### src/rtl/nocArb_cfg.svh
`ifndef NOCARB_CFG_SVH
`define NOCARB_CFG_SVH

// Router input ports Local, North, East, West, South
`define NUM_PORTS 5

// Packet length and hold counter width
`define LEN_W 12

`define APB_AW 4
`define APB_DW 32

`endif
### src/rtl/nocArbPkg.sv
package nocArbPkg;

  // Arbiter state that also names the granted port
  // Port index is the value minus one
  typedef enum logic [2:0] {
    Idle  = 3'd0,
    Local = 3'd1,
    North = 3'd2,
    East  = 3'd3,
    West  = 3'd4,
    South = 3'd5
  } grantState_e;

  typedef enum logic [2:0] {
    None   = 3'd0,
    Header = 3'd1,  // Carries the packet length
    Body   = 3'd2,
    Tail   = 3'd3
  } flitKind_e;

endpackage

### src/rtl/arbCfgIf.sv
`include "nocArb_cfg.svh"

interface arbCfgIf;
  import nocArbPkg::*;

  logic [`NUM_PORTS-1:0] enableMask;
  logic [`LEN_W-1:0]     holdCap;
  grantState_e           grant;
  logic                  newGrant;  // One cycle per grant change to a port

  modport regs (
    output enableMask,
    output holdCap,
    input  grant,
    input  newGrant
  );

  modport arb (
    input  enableMask,
    input  holdCap,
    output grant,
    output newGrant
  );

endinterface

### src/rtl/nocArbTop.sv
`include "nocArb_cfg.svh"

module nocArbTop (
  input  logic                                  clk,
  input  logic                                  rst,
  input  logic                                  PSEL,
  input  logic                                  PENABLE,
  input  logic                                  PWRITE,
  input  logic [`APB_AW-1:0]                    PADDR,
  input  logic [`APB_DW-1:0]                    PWDATA,
  output logic [`APB_DW-1:0]                    PRDATA,
  output logic                                  PREADY,
  output logic                                  PSLVERR,
  input  logic [`NUM_PORTS-1:0]                 req,
  input  nocArbPkg::flitKind_e [`NUM_PORTS-1:0] flitKind,
  input  logic [`NUM_PORTS-1:0][`LEN_W-1:0]     length,
  output nocArbPkg::grantState_e                grant
);

  arbCfgIf cfgBus ();

  arbCfgRegs regs0 (
    .clk     (clk),
    .rst     (rst),
    .PSEL    (PSEL),
    .PENABLE (PENABLE),
    .PWRITE  (PWRITE),
    .PADDR   (PADDR),
    .PWDATA  (PWDATA),
    .PRDATA  (PRDATA),
    .PREADY  (PREADY),
    .PSLVERR (PSLVERR),
    .cfg     (cfgBus.regs)
  );

  portArbiter arb0 (
    .clk      (clk),
    .rst      (rst),
    .req      (req),
    .flitKind (flitKind),
    .length   (length),
    .cfg      (cfgBus.arb)
  );

  // Registered inside the arbiter
  assign grant = cfgBus.grant;

endmodule

### src/rtl/arbCfgRegs.sv
`include "nocArb_cfg.svh"

module arbCfgRegs (
  input  logic               clk,
  input  logic               rst,
  input  logic               PSEL,
  input  logic               PENABLE,
  input  logic               PWRITE,
  input  logic [`APB_AW-1:0] PADDR,
  input  logic [`APB_DW-1:0] PWDATA,
  output logic [`APB_DW-1:0] PRDATA,
  output logic               PREADY,
  output logic               PSLVERR,
  arbCfgIf.regs              cfg
);
  localparam logic [`APB_AW-1:0] addrCtrl    = 'h0;
  localparam logic [`APB_AW-1:0] addrHoldCap = 'h4;
  localparam logic [`APB_AW-1:0] addrGrants  = 'h8;

  logic                  access;
  logic                  addrHit;
  logic                  wrEn;
  logic [`NUM_PORTS-1:0] enableMask;
  logic [`LEN_W-1:0]     holdCap;
  logic [15:0]           grantCount;

  assign access  = PSEL && PENABLE;
  assign addrHit = (PADDR == addrCtrl) || (PADDR == addrHoldCap) || (PADDR == addrGrants);
  assign PREADY  = 1'b1;  // No wait states
  assign PSLVERR = access && (!addrHit || (PWRITE && PADDR == addrGrants));
  assign wrEn    = access && PWRITE && !PSLVERR;

  always_ff @(posedge clk)
  begin
    if (rst)
    begin
      enableMask <= '1;
      holdCap    <= '1;
      grantCount <= '0;
    end
    else
    begin
      if (wrEn && PADDR == addrCtrl)
        enableMask <= PWDATA[`NUM_PORTS-1:0];
      if (wrEn && PADDR == addrHoldCap)
        holdCap <= PWDATA[`LEN_W-1:0];
      if (cfg.newGrant)
        grantCount <= grantCount + 16'd1;  // Wraps at 16 bits
    end
  end

  always_comb
  begin
    PRDATA = '0;
    if (access && !PWRITE)
    begin
      case (PADDR)
        addrCtrl:
        begin
          PRDATA[`NUM_PORTS-1:0] = enableMask;
          PRDATA[10:8]           = cfg.grant;  // Live grant state
        end
        addrHoldCap: PRDATA[`LEN_W-1:0] = holdCap;
        addrGrants:  PRDATA[15:0]       = grantCount;
        default:     PRDATA             = '0;
      endcase
    end
  end

  assign cfg.enableMask = enableMask;
  assign cfg.holdCap    = holdCap;

  // Errors only in an access phase that followed its setup phase
  apbErrInAccess: assert property (@(posedge clk) disable iff (rst)
    PSLVERR |-> PENABLE && $past(PSEL && !PENABLE));

endmodule

### src/rtl/portArbiter.sv
`include "nocArb_cfg.svh"

module portArbiter (
  input  logic                                  clk,
  input  logic                                  rst,
  input  logic [`NUM_PORTS-1:0]                 req,
  input  nocArbPkg::flitKind_e [`NUM_PORTS-1:0] flitKind,
  input  logic [`NUM_PORTS-1:0][`LEN_W-1:0]     length,
  arbCfgIf.arb                                  cfg
);
  import nocArbPkg::*;

  grantState_e           grant;
  grantState_e           nextGrant;
  logic                  newGrant;
  logic                  keep;
  logic [`NUM_PORTS-1:0] countVec;
  logic [`NUM_PORTS-1:0] grantOh;
  logic [`NUM_PORTS-1:0] expiredVec;
  logic [`NUM_PORTS-1:0] runVec;

  // First counting port after cur, wrapping around and skipping cur.
  // From Idle the search covers all ports starting at Local.
  function automatic grantState_e pickNext(grantState_e cur, logic [`NUM_PORTS-1:0] cnt);
    int          first;
    int          tries;
    int          idx;
    grantState_e pick;
    pick  = Idle;
    first = (cur == Idle) ? 0 : int'(cur);
    tries = (cur == Idle) ? `NUM_PORTS : `NUM_PORTS - 1;
    for (int k = 0; k < `NUM_PORTS; k++)
    begin
      idx = (first + k) % `NUM_PORTS;
      if (k < tries && pick == Idle && cnt[idx])
        pick = grantState_e'(idx + 1);
    end
    return pick;
  endfunction

  assign countVec = req & cfg.enableMask;

  always_comb
  begin
    for (int i = 0; i < `NUM_PORTS; i++)
      grantOh[i] = (grant == grantState_e'(i + 1));
  end

  // Current port stays while it still requests and has time left
  assign keep      = |(grantOh & countVec & ~expiredVec);
  assign runVec    = keep ? grantOh : '0;
  assign nextGrant = keep ? grant : pickNext(grant, countVec);

  always_ff @(posedge clk)
  begin
    if (rst)
    begin
      grant    <= Idle;
      newGrant <= 1'b0;
    end
    else
    begin
      grant    <= nextGrant;
      newGrant <= (nextGrant != Idle) && (nextGrant != grant);
    end
  end

  assign cfg.grant    = grant;
  assign cfg.newGrant = newGrant;

  for (genvar i = 0; i < `NUM_PORTS; i++)
  begin : gTimer
    holdTimer timer (
      .clk      (clk),
      .rst      (rst),
      .flitKind (flitKind[i]),
      .length   (length[i]),
      .holdCap  (cfg.holdCap),
      .run      (runVec[i]),
      .expired  (expiredVec[i])
    );
  end

  grantLegal: assert property (@(posedge clk) disable iff (rst)
    grant inside {Idle, Local, North, East, West, South});

  // A new grant must go to a port that was asking and enabled
  newGrantReq: assert property (@(posedge clk) disable iff (rst)
    newGrant |-> |(grantOh & $past(countVec)));

endmodule

### src/rtl/holdTimer.sv
`include "nocArb_cfg.svh"

module holdTimer (
  input  logic                 clk,
  input  logic                 rst,
  input  nocArbPkg::flitKind_e flitKind,
  input  logic [`LEN_W-1:0]    length,
  input  logic [`LEN_W-1:0]    holdCap,
  input  logic                 run,
  output logic                 expired
);
  import nocArbPkg::*;

  logic [`LEN_W-1:0] capped;
  logic [`LEN_W-1:0] limit;
  logic [`LEN_W-1:0] count;

  assign capped = (length < holdCap) ? length : holdCap;

  always_ff @(posedge clk)
  begin
    if (rst)
    begin
      limit <= '0;
      count <= '0;
    end
    else
    begin
      if (flitKind == Header)
        limit <= capped;
      // Count only while the port is held and kept
      count <= run ? count + 1'b1 : '0;
    end
  end

  assign expired = (count == limit);

endmodule

### config.mk
export PLATFORM = sky130hd
export DESIGN_NAME = nocArbTop
export DESIGN_NICKNAME = d
export VERILOG_FILES = /design/src/rtl/nocArbPkg.sv /design/src/rtl/arbCfgIf.sv /design/src/rtl/nocArbTop.sv /design/src/rtl/arbCfgRegs.sv /design/src/rtl/portArbiter.sv /design/src/rtl/holdTimer.sv
export VERILOG_INCLUDE_DIRS = /design/src /design/src/rtl
export SDC_FILE = /design/constraint.sdc
export NUM_CORES = 1
export LEC_CHECK = 0
export ABC_CLOCK_PERIOD_IN_PS = 13000
export BUFFER_PORTS_ARGS = -buffer_cell sky130_fd_sc_hd__buf_2
export CORE_AREA = 8 8 179 164
export DETAILED_ROUTE_END_ITERATION = 16
export DIE_AREA = 0 0 187 172
export GPL_TIMING_DRIVEN = 1
export PLACE_DENSITY_LB_ADDON = 0.12
export SYNTH_ARGS = -nofsm -noshare
export SYNTH_HDL_FRONTEND = slang
export SYNTH_SLANG_ARGS = --single-unit
### constraint.sdc
create_clock -name clk -period 13 [get_ports clk]
set_clock_uncertainty 0.15 [all_clocks]
set_input_delay 1.95 -clock clk [delete_from_list [all_inputs] [get_ports clk]]
set_output_delay 1.95 -clock clk [all_outputs]
set_load 0.02 [all_outputs]
==> results of run 1 <==
-- area by class of cell --
class / instances / area share, %
Inverter: 47 / 1.48
Multi-Input combinational cell: 937 / 56.7
Clock inverter: 10 / 1.97
Sequential cell: 157 / 26.4
Clock buffer: 22 / 3.81
Tap cell: 354 / 3.72
Timing Repair Buffer: 135 / 5.98
-- through the flow --
step	util, %	hold WS [ns]
after floorplan	-	0.291
after global placement	42.4	0.312
after detailed placement	42.4	0.324
after CTS	45.0	0.336
after global routing	45.0	0.349
final	45.0	0.327
-- state kept, by name (all words and copies together) (netlist names) --
signal,cells
arb0.cfg.newGrant,1
arb0.gTimer.timer.count,60
arb0.cfg.grant,3
regs0.cfg.enableMask,5
regs0.grantCount,16
regs0.cfg.holdCap,12
arb0.gTimer.timer.limit,60
-- routing by layer --
metal / part of all wire [%] / vias up / wire length (um) / track usage (%)
met2: 43 / 197 / 13500 / 29.8
li1: - / 4442 / - / -
met1: 52 / 4043 / 16200 / 27.6
met4: 1.1 / 0 / 337 / 4.28
met3: 3.9 / 26 / 1210 / 3.53
met5: 0 / - / 0 / 0
-- report_power, final --
group | leakage, nW | total, mW | internal (mW) | switching [mW]
clock network | 0.329 | 0.592 | 0.386 | 0.207
logic | 3.48 | 0.674 | 0.279 | 0.394
registers | 1.27 | 0.531 | 0.500 | 0.0306
-- placed cells by master (no fill, tap or decap), types with 6 or more instances in the layout --
cell type | Yosys | final
dfxtp_1 | 157 | 157
nor2_1 | 153 | 152
buf_2 | 3 | 120
ha_1 | 84 | 84
mux2i_1 | 74 | 74
xor2_1 | 68 | 68
nand2_1 | 66 | 66
xnor2_1 | 59 | 59
a21oi_1 | 52 | 52
inv_1 | 42 | 42
o21ai_0 | 38 | 38
a211oi_1 | 36 | 36
nand3_1 | 35 | 35
a21o_1 | 31 | 31
o211ai_1 | 22 | 22
nand4_1 | 19 | 19
and3_1 | 18 | 18
conb_1 | 2 | 17
clkbuf_16 | 0 | 17
buf_4 | 17 | 15
nor3_1 | 11 | 11
a22oi_1 | 9 | 9
and2_1 | 8 | 8
o21a_1 | 7 | 7
mux2_2 | 7 | 7
o21ai_1 | 7 | 7
nor4_1 | 7 | 7
o2111ai_1 | 7 | 7
bufinv_16 | 0 | 7
or3_1 | 6 | 6
nand2b_1 | 6 | 6
-- worst max path at each step --
| stage | slack [ns] | endpoint | depth (start not counted) |
|---|---|---|---|
| CTS | 6.77 | arb0.cfg.newGrant | 24 |
| floorplan | 7.49 | PRDATA[2] | 5 |
| global placement | 6.85 | arb0.cfg.newGrant | 24 |
| finish | 6.71 | arb0.cfg.newGrant | 24 |
| detailed placement | 6.84 | arb0.cfg.newGrant | 24 |
| global route | 6.20 | arb0.cfg.newGrant | 24 |
-- worst max-delay path, delay by kind of cell (launching register included) --
family                     cells  cell delay [ns]
AOI/OAI and AO/OA              7             1.40
DFF                            1             0.85
adders and majority gates      4             1.16
xor gates and xnor gates       1             0.47
buffers and inverters          4             0.81
and+or+nand+nor                8             1.33
-- cell families after synthesis --
group                      count (synthesis)
AOI/OAI and AO/OA                        266
and+or+nand+nor                          360
muxes                                     82
adders and majority gates                 84
xor gates and xnor gates                 128
buffers and inverters                    112
DFF                                      157
other                                      2
==> out/results.md, run 1 <==
## Global routing
- 8376 — via count of the first global-routing pass
- 19.3% — overall fraction of global-route tracks in use
- 0 — number of antenna violations at the first check in global routing
- 0 — total grt overflow
- 48500 um — wire length of the first global-routing pass
- 52 — largest net degree at the start of global routing

## Synthesis
- dfxtp_1 — biggest area consumer among synthesized cells
- 85 — number of distinct library cells after synthesis
- 1191 — count of mapped cells out of synthesis
- 0.0103 sq mm — cell area after synthesis
- 0 — yosys synthesis warning count
- 17.0% — area fraction in and, or, nand and nor cells after synthesis
- 30.5% — portion of synthesized cell area occupied by the leading cell type
- 10.9% — xor and xnor fraction of the mapped netlist area
- 157 — number of flip-flops and latches in the synthesized netlist
- 10.2% — Post-Synth Adder-Cell Area
- dfxtp_1 — commonest register cell after synthesis
- 0% — fraction of registers with async set or reset after synthesis
- dfxtp_1 — most frequently used cell type in the post-synthesis netlist
- dfxtp_1 (157), nor2_1 (153), ha_1 (84) — cell types with the highest counts after synthesis
- 8.10% — portion of netlist area occupied by mux cells
- 8.65 sq um — Avg Cell Area, Syn
- 30.5% — post-synthesis sequential area ratio
- 0 — count of flip-flops with a built-in enable after synthesis
- dfxtp_1 (30%), ha_1 (10%), mux2i_1 (7.2%) — cells taking the most area after synthesis
- compound AO/OA/AOI/OAI gates — largest family of logic cells by synthesized area
- 18.3% — complex-gate fraction of the synthesized area

## Cells and area
- 2637 — Fill cells
- 0.00314 sq mm — Register Area
- 15.6% — Synth-to-Final Area Change
- 1662 — final std cells w/o fill
- 16.0% — layout cell share with drive strength beyond 1
- 0 — number of antenna diodes
- 0.00675 sq mm — area occupied by multi-input gates
- 1500 — final net count
- 0.0119 sq mm — Finished Cell Area

## Drt
- 8708 — detailed-route via count
- 0 — Remaining DRCs
- 31300 um — drt total wl
- 5.24 — average vias per placed instance
- 18.9 um — routed length per instance
- 488 — Starting DRT DRC Count
- 0 — Routed Antenna Nets
- 5 — length of the first detailed-routing pass in iterations

## Timing
- 0.159 GHz — f_max
- 0 — final-report setup violation count
- 48.4% — Tcrit/Tclk final
- 0 ns — TNS Setup
- 0 — Final Hold Vio Count
- 0 — Final Max Slew Viols
- 6.29 ns — min Tclk post-route
- 16.9% — worst rel slew slack
- 1.24 ns — pin slew with the least headroom to its limit
- no — setup repair after global routing missed its margin
- 6.71 ns — setup slack after layout

## Setup path
- 6.71 ns — register-to-register path setup slack
- 13.17 ns — required time worst endpoint
- reg -> reg — crit path kind
- 18 — largest fanout of any net on the critical path
- arb0.cfg.grant[0] — Critical path origin
- 6.46 ns — arrival time of data at the critical path endpoint
- ha_1 — most numerous cell on the critical path
- flop — nature of the critical path endpoint
- dfxtp_1 — Max stage delay cell, worst path
- 24 — worst-case reg-to-reg path depth
- 0.85 ns — maximum single-stage delay on the critical path
- arb0.cfg.newGrant — Worst R2R End
- inv_1 > ha_1 > ha_1 > nand2b_2 > inv_2 > o211ai_1 > xnor2_1 > inv_1 > ha_1 > nand2b_1 > nand2_1 > nor2_1 > or3_1 > nor2_1 > a21oi_1 > ha_1 > inv_1 > o2111ai_1 > o31ai_1 > a311oi_2 > nor3_2 > a21oi_1 > nor2_1 > o31a_1 — critical path, cell by cell
- arb0.cfg.grant[0] — origin of the critical flop-to-flop path
- flop — critical path launch point type

## CTS
- 157 — total clock sinks
- done — clock tree from TritonCTS
- clkbuf_16 — root buffer cell
- 0.06 ns — clock slew at reported path FFs
- 0 — post-CTS sizing
- 17 — number of buffers added by the clock tree synthesis step
- 0.43 ns — clock latency reported for the late side of the worst-skew pair
- 4 — number of H-tree branching levels
- 0 — post-CTS setup repair buffer count
- 2 — Max Root-Sink Buffers
- 0 — number of buffers added to fix hold violations after cts

## Job
- 0 — max capacitance violation total

## Floorplanning
- 39.0% — Initial Util
- 172 um — chip height
- 0.0265 sq mm — Std-Cell Core Area
- 187 um — width of the die
- 0.0322 sq mm — die outline area
- 158 — IO Pins
- 57 — num rows

## Place
- 0.0112 sq mm — total placed instance area
- 120 — count of buffers from port buffering
- 1630 — placed cell count
- 0.843 — global placement routability congestion
- 6.84 ns — Place WS
- 23400 um — dpl hpwl

## Power
- 151 mW/mm^2 — total power density per cell area
- 1.80 mW — total power draw
- 5.08 nW — leakage power figure
- 0.0845 mV — peak supply drop

## Min path
- arb0.gTimer[4].timer.count[0] — worst hold path startpoint
- reg -> reg — type of the worst min-delay path
- arb0.gTimer[4].timer.count[0] — Hold EP
- 1 — WHS Path Cells

## Outcome
- finished clean — run status

(Power assumes the default switching activity.)
==> inputs of run 2 (changes only) <==
- ABC_CLOCK_PERIOD_IN_PS: 13000 -> 6400
- clock period: 13 -> 6.4 ns (I/O delays scaled with it)
==> out/results.md, run 2 (same netlist as run 1, synthesis figures left out) <==
## Outcome
- finished clean — run status, unchanged

## Timing
- 5.43 ns — min Tclk post-route, was 6.29 ns
- 0 ns — TNS Setup, unchanged
- 84.8% — Tcrit/Tclk final, was 48.4%
- 0 — Final Max Slew Viols, unchanged
- 0 — Final Hold Vio Count, unchanged
- 0.329 ns — Final Hold Slack, was 0.327 ns
- no — setup repair after global routing missed its margin, unchanged
- 0.971 ns — setup slack after layout, was 6.71 ns
- 17.0% — worst rel slew slack, was 16.9%
- 1.24 ns — pin slew with the least headroom to its limit, about the same
- 0 — final-report setup violation count, unchanged
- 0.184 GHz — f_max, was 0.159 GHz

## Cells and area
- 14.9% — Synth-to-Final Area Change, was 15.6%
- dfxtp_1 (157), nor2_1 (152), buf_2 (120), ha_1 (84), mux2i_1 (74) — commonest cells after routing, fill and taps aside, unchanged
- 16.3% — layout cell share with drive strength beyond 1, was 16.0%
- arb0.gTimer.timer.count (60), arb0.gTimer.timer.limit (60), regs0.grantCount (16) — Largest regs, unchanged
- 44.8% — core utilization of the finished layout, was 45.0%
- 2646 — Fill cells, was 2637
- 0 — number of antenna diodes, unchanged
- dfxtp_1 — most common cell after layout, fill and taps aside, unchanged
- 1505 — final net count, was 1500

## Setup path
- reg -> reg — crit path kind, unchanged
- 0.97 ns — register-to-register path setup slack, was 6.71 ns
- 16 — largest fanout of any net on the critical path, was 18
- 6.57 ns — required time worst endpoint, was 13.17 ns
- arb0.cfg.newGrant — Worst R2R End, unchanged
- flop — nature of the critical path endpoint, unchanged
- 5.60 ns — arrival time of data at the critical path endpoint, was 6.46 ns
- flop — critical path launch point type, unchanged
- 22 — worst-case reg-to-reg path depth, was 24
- arb0.cfg.grant[1] — origin of the critical flop-to-flop path, was arb0.cfg.grant[0]

## Place
- 0.886 — global placement routability congestion, was 0.843
- 23400 um — dpl hpwl, about the same
- 120 — count of buffers from port buffering, unchanged
- 1.02 ns — Place WS, was 6.84 ns

## Floorplanning
- 172 um — chip height, unchanged
- 39.0% — Initial Util, unchanged
- 187 um — width of the die, unchanged
- 0.0265 sq mm — Std-Cell Core Area, unchanged
- 158 — IO Pins, unchanged
- 57 — num rows, unchanged
- 0.0322 sq mm — die outline area, unchanged

## Power
- 5.04 nW — leakage power figure, was 5.08 nW
- 3.46 mW — total power draw, was 1.80 mW
- 0.174 mV — peak supply drop, was 0.0845 mV
- 292 mW/mm^2 — total power density per cell area, was 151 mW/mm^2

## Global routing
- 27.5% — global-route met1 utilization, was 27.6%
- 8441 — via count of the first global-routing pass, was 8376
- 29.2% — routing usage on met2, was 29.8%
- 3.63% — grt met3 use, was 3.53%
- 48300 um — wire length of the first global-routing pass, was 48500 um
- 0 — total grt overflow, unchanged
- 0 — number of antenna violations at the first check in global routing, unchanged
- 19.2% — overall fraction of global-route tracks in use, was 19.3%
- met2 — Most Crowded Layer GR, unchanged
- 52 — largest net degree at the start of global routing, unchanged

## Min path
- reg -> reg — type of the worst min-delay path, unchanged
- arb0.gTimer[4].timer.count[0] — worst hold path startpoint, unchanged
- 1 — WHS Path Cells, unchanged
- arb0.gTimer[4].timer.count[0] — Hold EP, unchanged

## CTS
- 0 — number of buffers added to fix hold violations after cts, unchanged
- 2 — Max Root-Sink Buffers, unchanged
- 0 — post-CTS setup repair buffer count, unchanged
- 0.43 ns — clock latency reported for the late side of the worst-skew pair, about the same
- 17 — number of buffers added by the clock tree synthesis step, unchanged
- clkbuf_16 — root buffer cell, unchanged
- 0 — post-CTS sizing, unchanged
- done — clock tree from TritonCTS, unchanged
- 157 — total clock sinks, unchanged
- 4 — number of H-tree branching levels, unchanged
- 0.07 ns — clock slew at reported path FFs, was 0.06 ns

## Drt
- 475 — Starting DRT DRC Count, was 488
- 18.6 um — routed length per instance, was 18.9 um
- 0 — Remaining DRCs, unchanged
- 0 — Routed Antenna Nets, unchanged
- 31000 um — drt total wl, was 31300 um
- 8753 — detailed-route via count, was 8708
- 5.25 — average vias per placed instance, was 5.24
- 6 — length of the first detailed-routing pass in iterations, was 5

## Job
- 0 — max capacitance violation total, unchanged

## run 2: changes by cell type in the layout (fill, tap and decap cells not counted)
cell        previous run  this run
buf_4                 15        20
bufinv_16              7         2
clkinvlp_4             1         6
clkbuf_1               4         3
clkbuf_8               1         2
clkinv_4               2         1
## run 2: metrics by stage
step	instances	area, sq um
after CTS	1666	11800
after floorplan	1206	10400
after detailed placement	1635	11300
final	1666	11800
after global routing	1666	11800
after global placement	1635	11300
## run 2: final cells by class
cell class / count / area (sq um) / share of cell area (%)
multi-input combinational: 937 / 6750 / 57.0
clock inverter: 9 / 114 / 0.961
tap: 354 / 443 / 3.74
clock buffer: 22 / 464 / 3.92
inverter: 47 / 176 / 1.49
sequential: 157 / 3140 / 26.5
timing repair buffer: 140 / 751 / 6.34
## run 2: critical path, cell delays in order (launching register included)
cell      delay (ns)
dfxtp_1         0.31
inv_1           0.27
ha_1            0.27
ha_1            0.51
nand2b_2        0.44
inv_2           0.17
o211ai_1        0.22
xnor2_1         0.19
inv_1           0.09
ha_1            0.20
nand2b_1        0.14
and3_4          0.20
or3_1           0.48
nor2_1          0.14
a21oi_1         0.07
ha_1            0.31
inv_1           0.04
a32o_1          0.24
a311oi_2        0.25
nor3_2          0.10
a21oi_1         0.14
nor2_1          0.06
o31a_1          0.32
## run 2: how the worst max path moves through the flow
| stage | from | endpoint | slack [ns] | cells after the start |
|---|---|---|---|---|
| 2_1_floorplan | arb0.cfg.grant[0] | arb0.cfg.newGrant | 1.09 | 24 |
| 3_3_place_gp | arb0.cfg.grant[1] | arb0.cfg.newGrant | 1.0 | 22 |
| 3_5_place_dp | arb0.cfg.grant[1] | arb0.cfg.newGrant | 1.02 | 22 |
| 4_1_cts | arb0.cfg.grant[1] | arb0.cfg.newGrant | 0.97 | 22 |
| 5_1_grt | arb0.cfg.grant[1] | arb0.cfg.newGrant | 0.50 | 22 |
| 6_report | arb0.cfg.grant[1] | arb0.cfg.newGrant | 0.97 | 22 |
## run 2: layer usage
metal / share of wire, % / vias up
met5: 0 / -
met4: 1.4 / 0
met3: 4.6 / 24
met2: 42 / 208
met1: 52 / 4066
li1: - / 4455
## run 2: power breakdown
part / leakage [nW] / switching (mW) / internal [mW] / total [mW]
Sequential: 1.27 / 0.0351 / 1.02 / 1.05
Clock: 0.261 / 0.417 / 0.593 / 1.01
Combinational: 3.50 / 0.824 / 0.576 / 1.40
Total: 5.04 / 1.28 / 2.19 / 3.46
==> inputs of run 3 (changes only) <==
- ABC_CLOCK_PERIOD_IN_PS: 6400 -> 5600
- clock period: 6.4 -> 5.6 ns (I/O delays scaled with it)
==> out/results.md, run 3 (same netlist as run 1, synthesis figures left out) <==
## Floorplanning
- 158 — IO Pins, unchanged
- 39.0% — Initial Util, unchanged
- 57 — num rows, unchanged
- 187 um — width of the die, unchanged
- 172 um — chip height, unchanged
- 0.0265 sq mm — Std-Cell Core Area, unchanged
- 0.0322 sq mm — die outline area, unchanged

## CTS
- 17 — number of buffers added by the clock tree synthesis step, unchanged
- 0 — post-CTS setup repair buffer count, unchanged
- 0 — number of buffers added to fix hold violations after cts, unchanged
- 4 — number of H-tree branching levels, unchanged
- done — clock tree from TritonCTS, unchanged
- 0 — post-CTS sizing, unchanged
- 0.44 ns — clock latency reported for the late side of the worst-skew pair, was 0.43 ns
- 157 — total clock sinks, unchanged
- 0.06 ns — clock slew at reported path FFs, was 0.07 ns
- clkbuf_16 — root buffer cell, unchanged
- 2 — Max Root-Sink Buffers, unchanged

## Timing
- 0.331 ns — Final Hold Slack, was 0.329 ns
- 1.27 ns — pin slew with the least headroom to its limit, was 1.24 ns
- 0 — Final Max Slew Viols, unchanged
- 90.5% — Tcrit/Tclk final, was 84.8%
- 15.0% — worst rel slew slack, was 17.0%
- 0.197 GHz — f_max, was 0.184 GHz
- no — setup repair after global routing missed its margin, unchanged
- 0 — final-report setup violation count, unchanged
- 0 — Final Hold Vio Count, unchanged
- 0.531 ns — setup slack after layout, was 0.971 ns
- 5.07 ns — min Tclk post-route, was 5.43 ns
- 0 ns — TNS Setup, unchanged

## Global routing
- 49200 um — wire length of the first global-routing pass, was 48300 um
- 8452 — via count of the first global-routing pass, was 8441
- 52 — largest net degree at the start of global routing, unchanged
- 1 — number of antenna violations at the first check in global routing, was 0
- 19.5% — overall fraction of global-route tracks in use, was 19.2%
- 0 — total grt overflow, unchanged

## Cells and area
- arb0.gTimer.timer.count (60), arb0.gTimer.timer.limit (60), regs0.grantCount (16) — Largest regs, unchanged
- dfxtp_1 — most common cell after layout, fill and taps aside, unchanged
- 45.0% — core utilization of the finished layout, was 44.8%
- 16.7% — layout cell share with drive strength beyond 1, was 16.3%
- dfxtp_1 (157), nor2_1 (152), buf_2 (120), ha_1 (84), mux2i_1 (74) — commonest cells after routing, fill and taps aside, unchanged
- 1670 — final std cells w/o fill, was 1666
- 15.4% — Synth-to-Final Area Change, was 14.9%
- 0.0119 sq mm — Finished Cell Area, was 0.0118 sq mm
- 1508 — final net count, was 1505

## Power
- 1.47 mW — Psw, was 1.28 mW
- 2.57 mW — internal portion of total power, was 2.19 mW
- 29.8% — sequential share of power, was 30.4%
- 5.09 nW — leakage power figure, was 5.04 nW
- 36.4% — net switching fraction of the power, was 36.9%
- 30.3% — portion of total power attributed to the clock network, was 29.2%
- 4.04 mW — total power draw, was 3.46 mW
- 0.228 mV — peak supply drop, was 0.174 mV
- 40.0% — share of total power in combinational logic, was 40.4%
- 339 mW/mm^2 — total power density per cell area, was 292 mW/mm^2

## Outcome
- finished clean — run status, unchanged

## Place
- 1638 — placed cell count, was 1635
- 120 — count of buffers from port buffering, unchanged
- 0.569 ns — Place WS, was 1.02 ns
- 0.0113 sq mm — total placed instance area, about the same
- 23600 um — dpl hpwl, was 23400 um
- 0.887 — global placement routability congestion, was 0.886

## Setup path
- 5.24 ns — arrival time of data at the critical path endpoint, was 5.60 ns
- flop — critical path launch point type, unchanged
- 5.77 ns — required time worst endpoint, was 6.57 ns
- ha_1 — most numerous cell on the critical path, unchanged
- reg -> reg — crit path kind, unchanged
- 0.53 ns — register-to-register path setup slack, was 0.97 ns
- flop — nature of the critical path endpoint, unchanged
- inv_1 > ha_1 > ha_1 > inv_1 > ha_1 > or3_1 > o211ai_1 > xnor2_1 > inv_1 > ha_1 > nand2b_1 > and3_4 > or3_1 > nor2_1 > a21oi_1 > ha_1 > inv_1 > a32o_1 > a311oi_2 > nor3_2 > a21oi_1 > nor2_1 > o31a_1 — critical path, cell by cell, was inv_1 > ha_1 > ha_1 > nand2b_2 > inv_2 > o211ai_1 > xnor2_1 > inv_1 > ha_1 > nand2b_1 > and3_4 > or3_1 > nor2_1 > a21oi_1 > ha_1 > inv_1 > a32o_1 > a311oi_2 > nor3_2 > a21oi_1 > nor2_1 > o31a_1
- or3_1 — Max stage delay cell, worst path, was ha_1
- 7 — largest fanout of any net on the critical path, was 16
- 0.48 ns — maximum single-stage delay on the critical path, was 0.51 ns

## Drt
- 18.8 um — routed length per instance, was 18.6 um
- 0 — Routed Antenna Nets, unchanged
- 31300 um — drt total wl, was 31000 um
- 5.27 — average vias per placed instance, was 5.25
- 554 — Starting DRT DRC Count, was 475
- 0 — Remaining DRCs, unchanged
- 5 — length of the first detailed-routing pass in iterations, was 6
- 8803 — detailed-route via count, was 8753

## Job
- 0 — max capacitance violation total, unchanged

## Min path
- reg -> reg — type of the worst min-delay path, unchanged

==> run 3: changes by cell type in the layout (fill, tap and decap cells not counted), sizes merged <==
cell and change:
clkbuf -1, bufinv +1, clkinv +3, clkinvlp -4, diode +1, inv +1
buf +3
==> run 3: critical path, delay by kind of cell, from the launching register on <==
kind	cells	cell delay [ns]
AOI/OAI and AO/OA	6	1.15
xor gates and xnor gates	1	0.10
adders and majority gates	5	1.41
buffers and inverters	4	0.33
DFF	1	0.33
and+or+nand+nor	7	1.49
==> run 3: layer usage <==
layer	wire length, um	track usage, %	up-vias	part of all wire, %
met1	15800	27.9	4079	51
met5	0	0	-	0
met4	708	6.21	0	2.3
met3	1630	4.01	39	5.2
met2	13100	29.0	236	42
li1	-	-	4449	-
==> run 3: power by group through the flow <==
stage          clock, mW  sequential [mW]  combinational [mW]
4_1_cts             1.24             1.20                1.60
6_report            1.22             1.20                1.61
3_5_place_dp           0             1.23                1.59
2_1_floorplan          0             1.23                1.23
3_3_place_gp           0             1.23                1.59
5_1_grt             1.29             1.21                1.78
==> run 3: layout make-up <==
type                            instances  area [sq um]
Tap cell                              354           443
Timing Repair Buffer                  143           773
Inverter                               47           176
Multi-Input combinational cell        937          6750
Antenna cell                            1          2.50
Clock inverter                         10           138
Fill cell                            2648         14600
Clock buffer                           21           470
Sequential cell                       157          3140
==> run 3: final timing paths <==
path	start	to	cells after the start
worst max-delay path	arb0.cfg.grant[0]	arb0.cfg.newGrant	23
worst min-delay path	arb0.gTimer[4].timer.count[0]	arb0.gTimer[4].timer.count[0]	1
worst max register to register	arb0.cfg.grant[0]	arb0.cfg.newGrant	23
worst min register to register	arb0.gTimer[4].timer.count[0]	arb0.gTimer[4].timer.count[0]	1
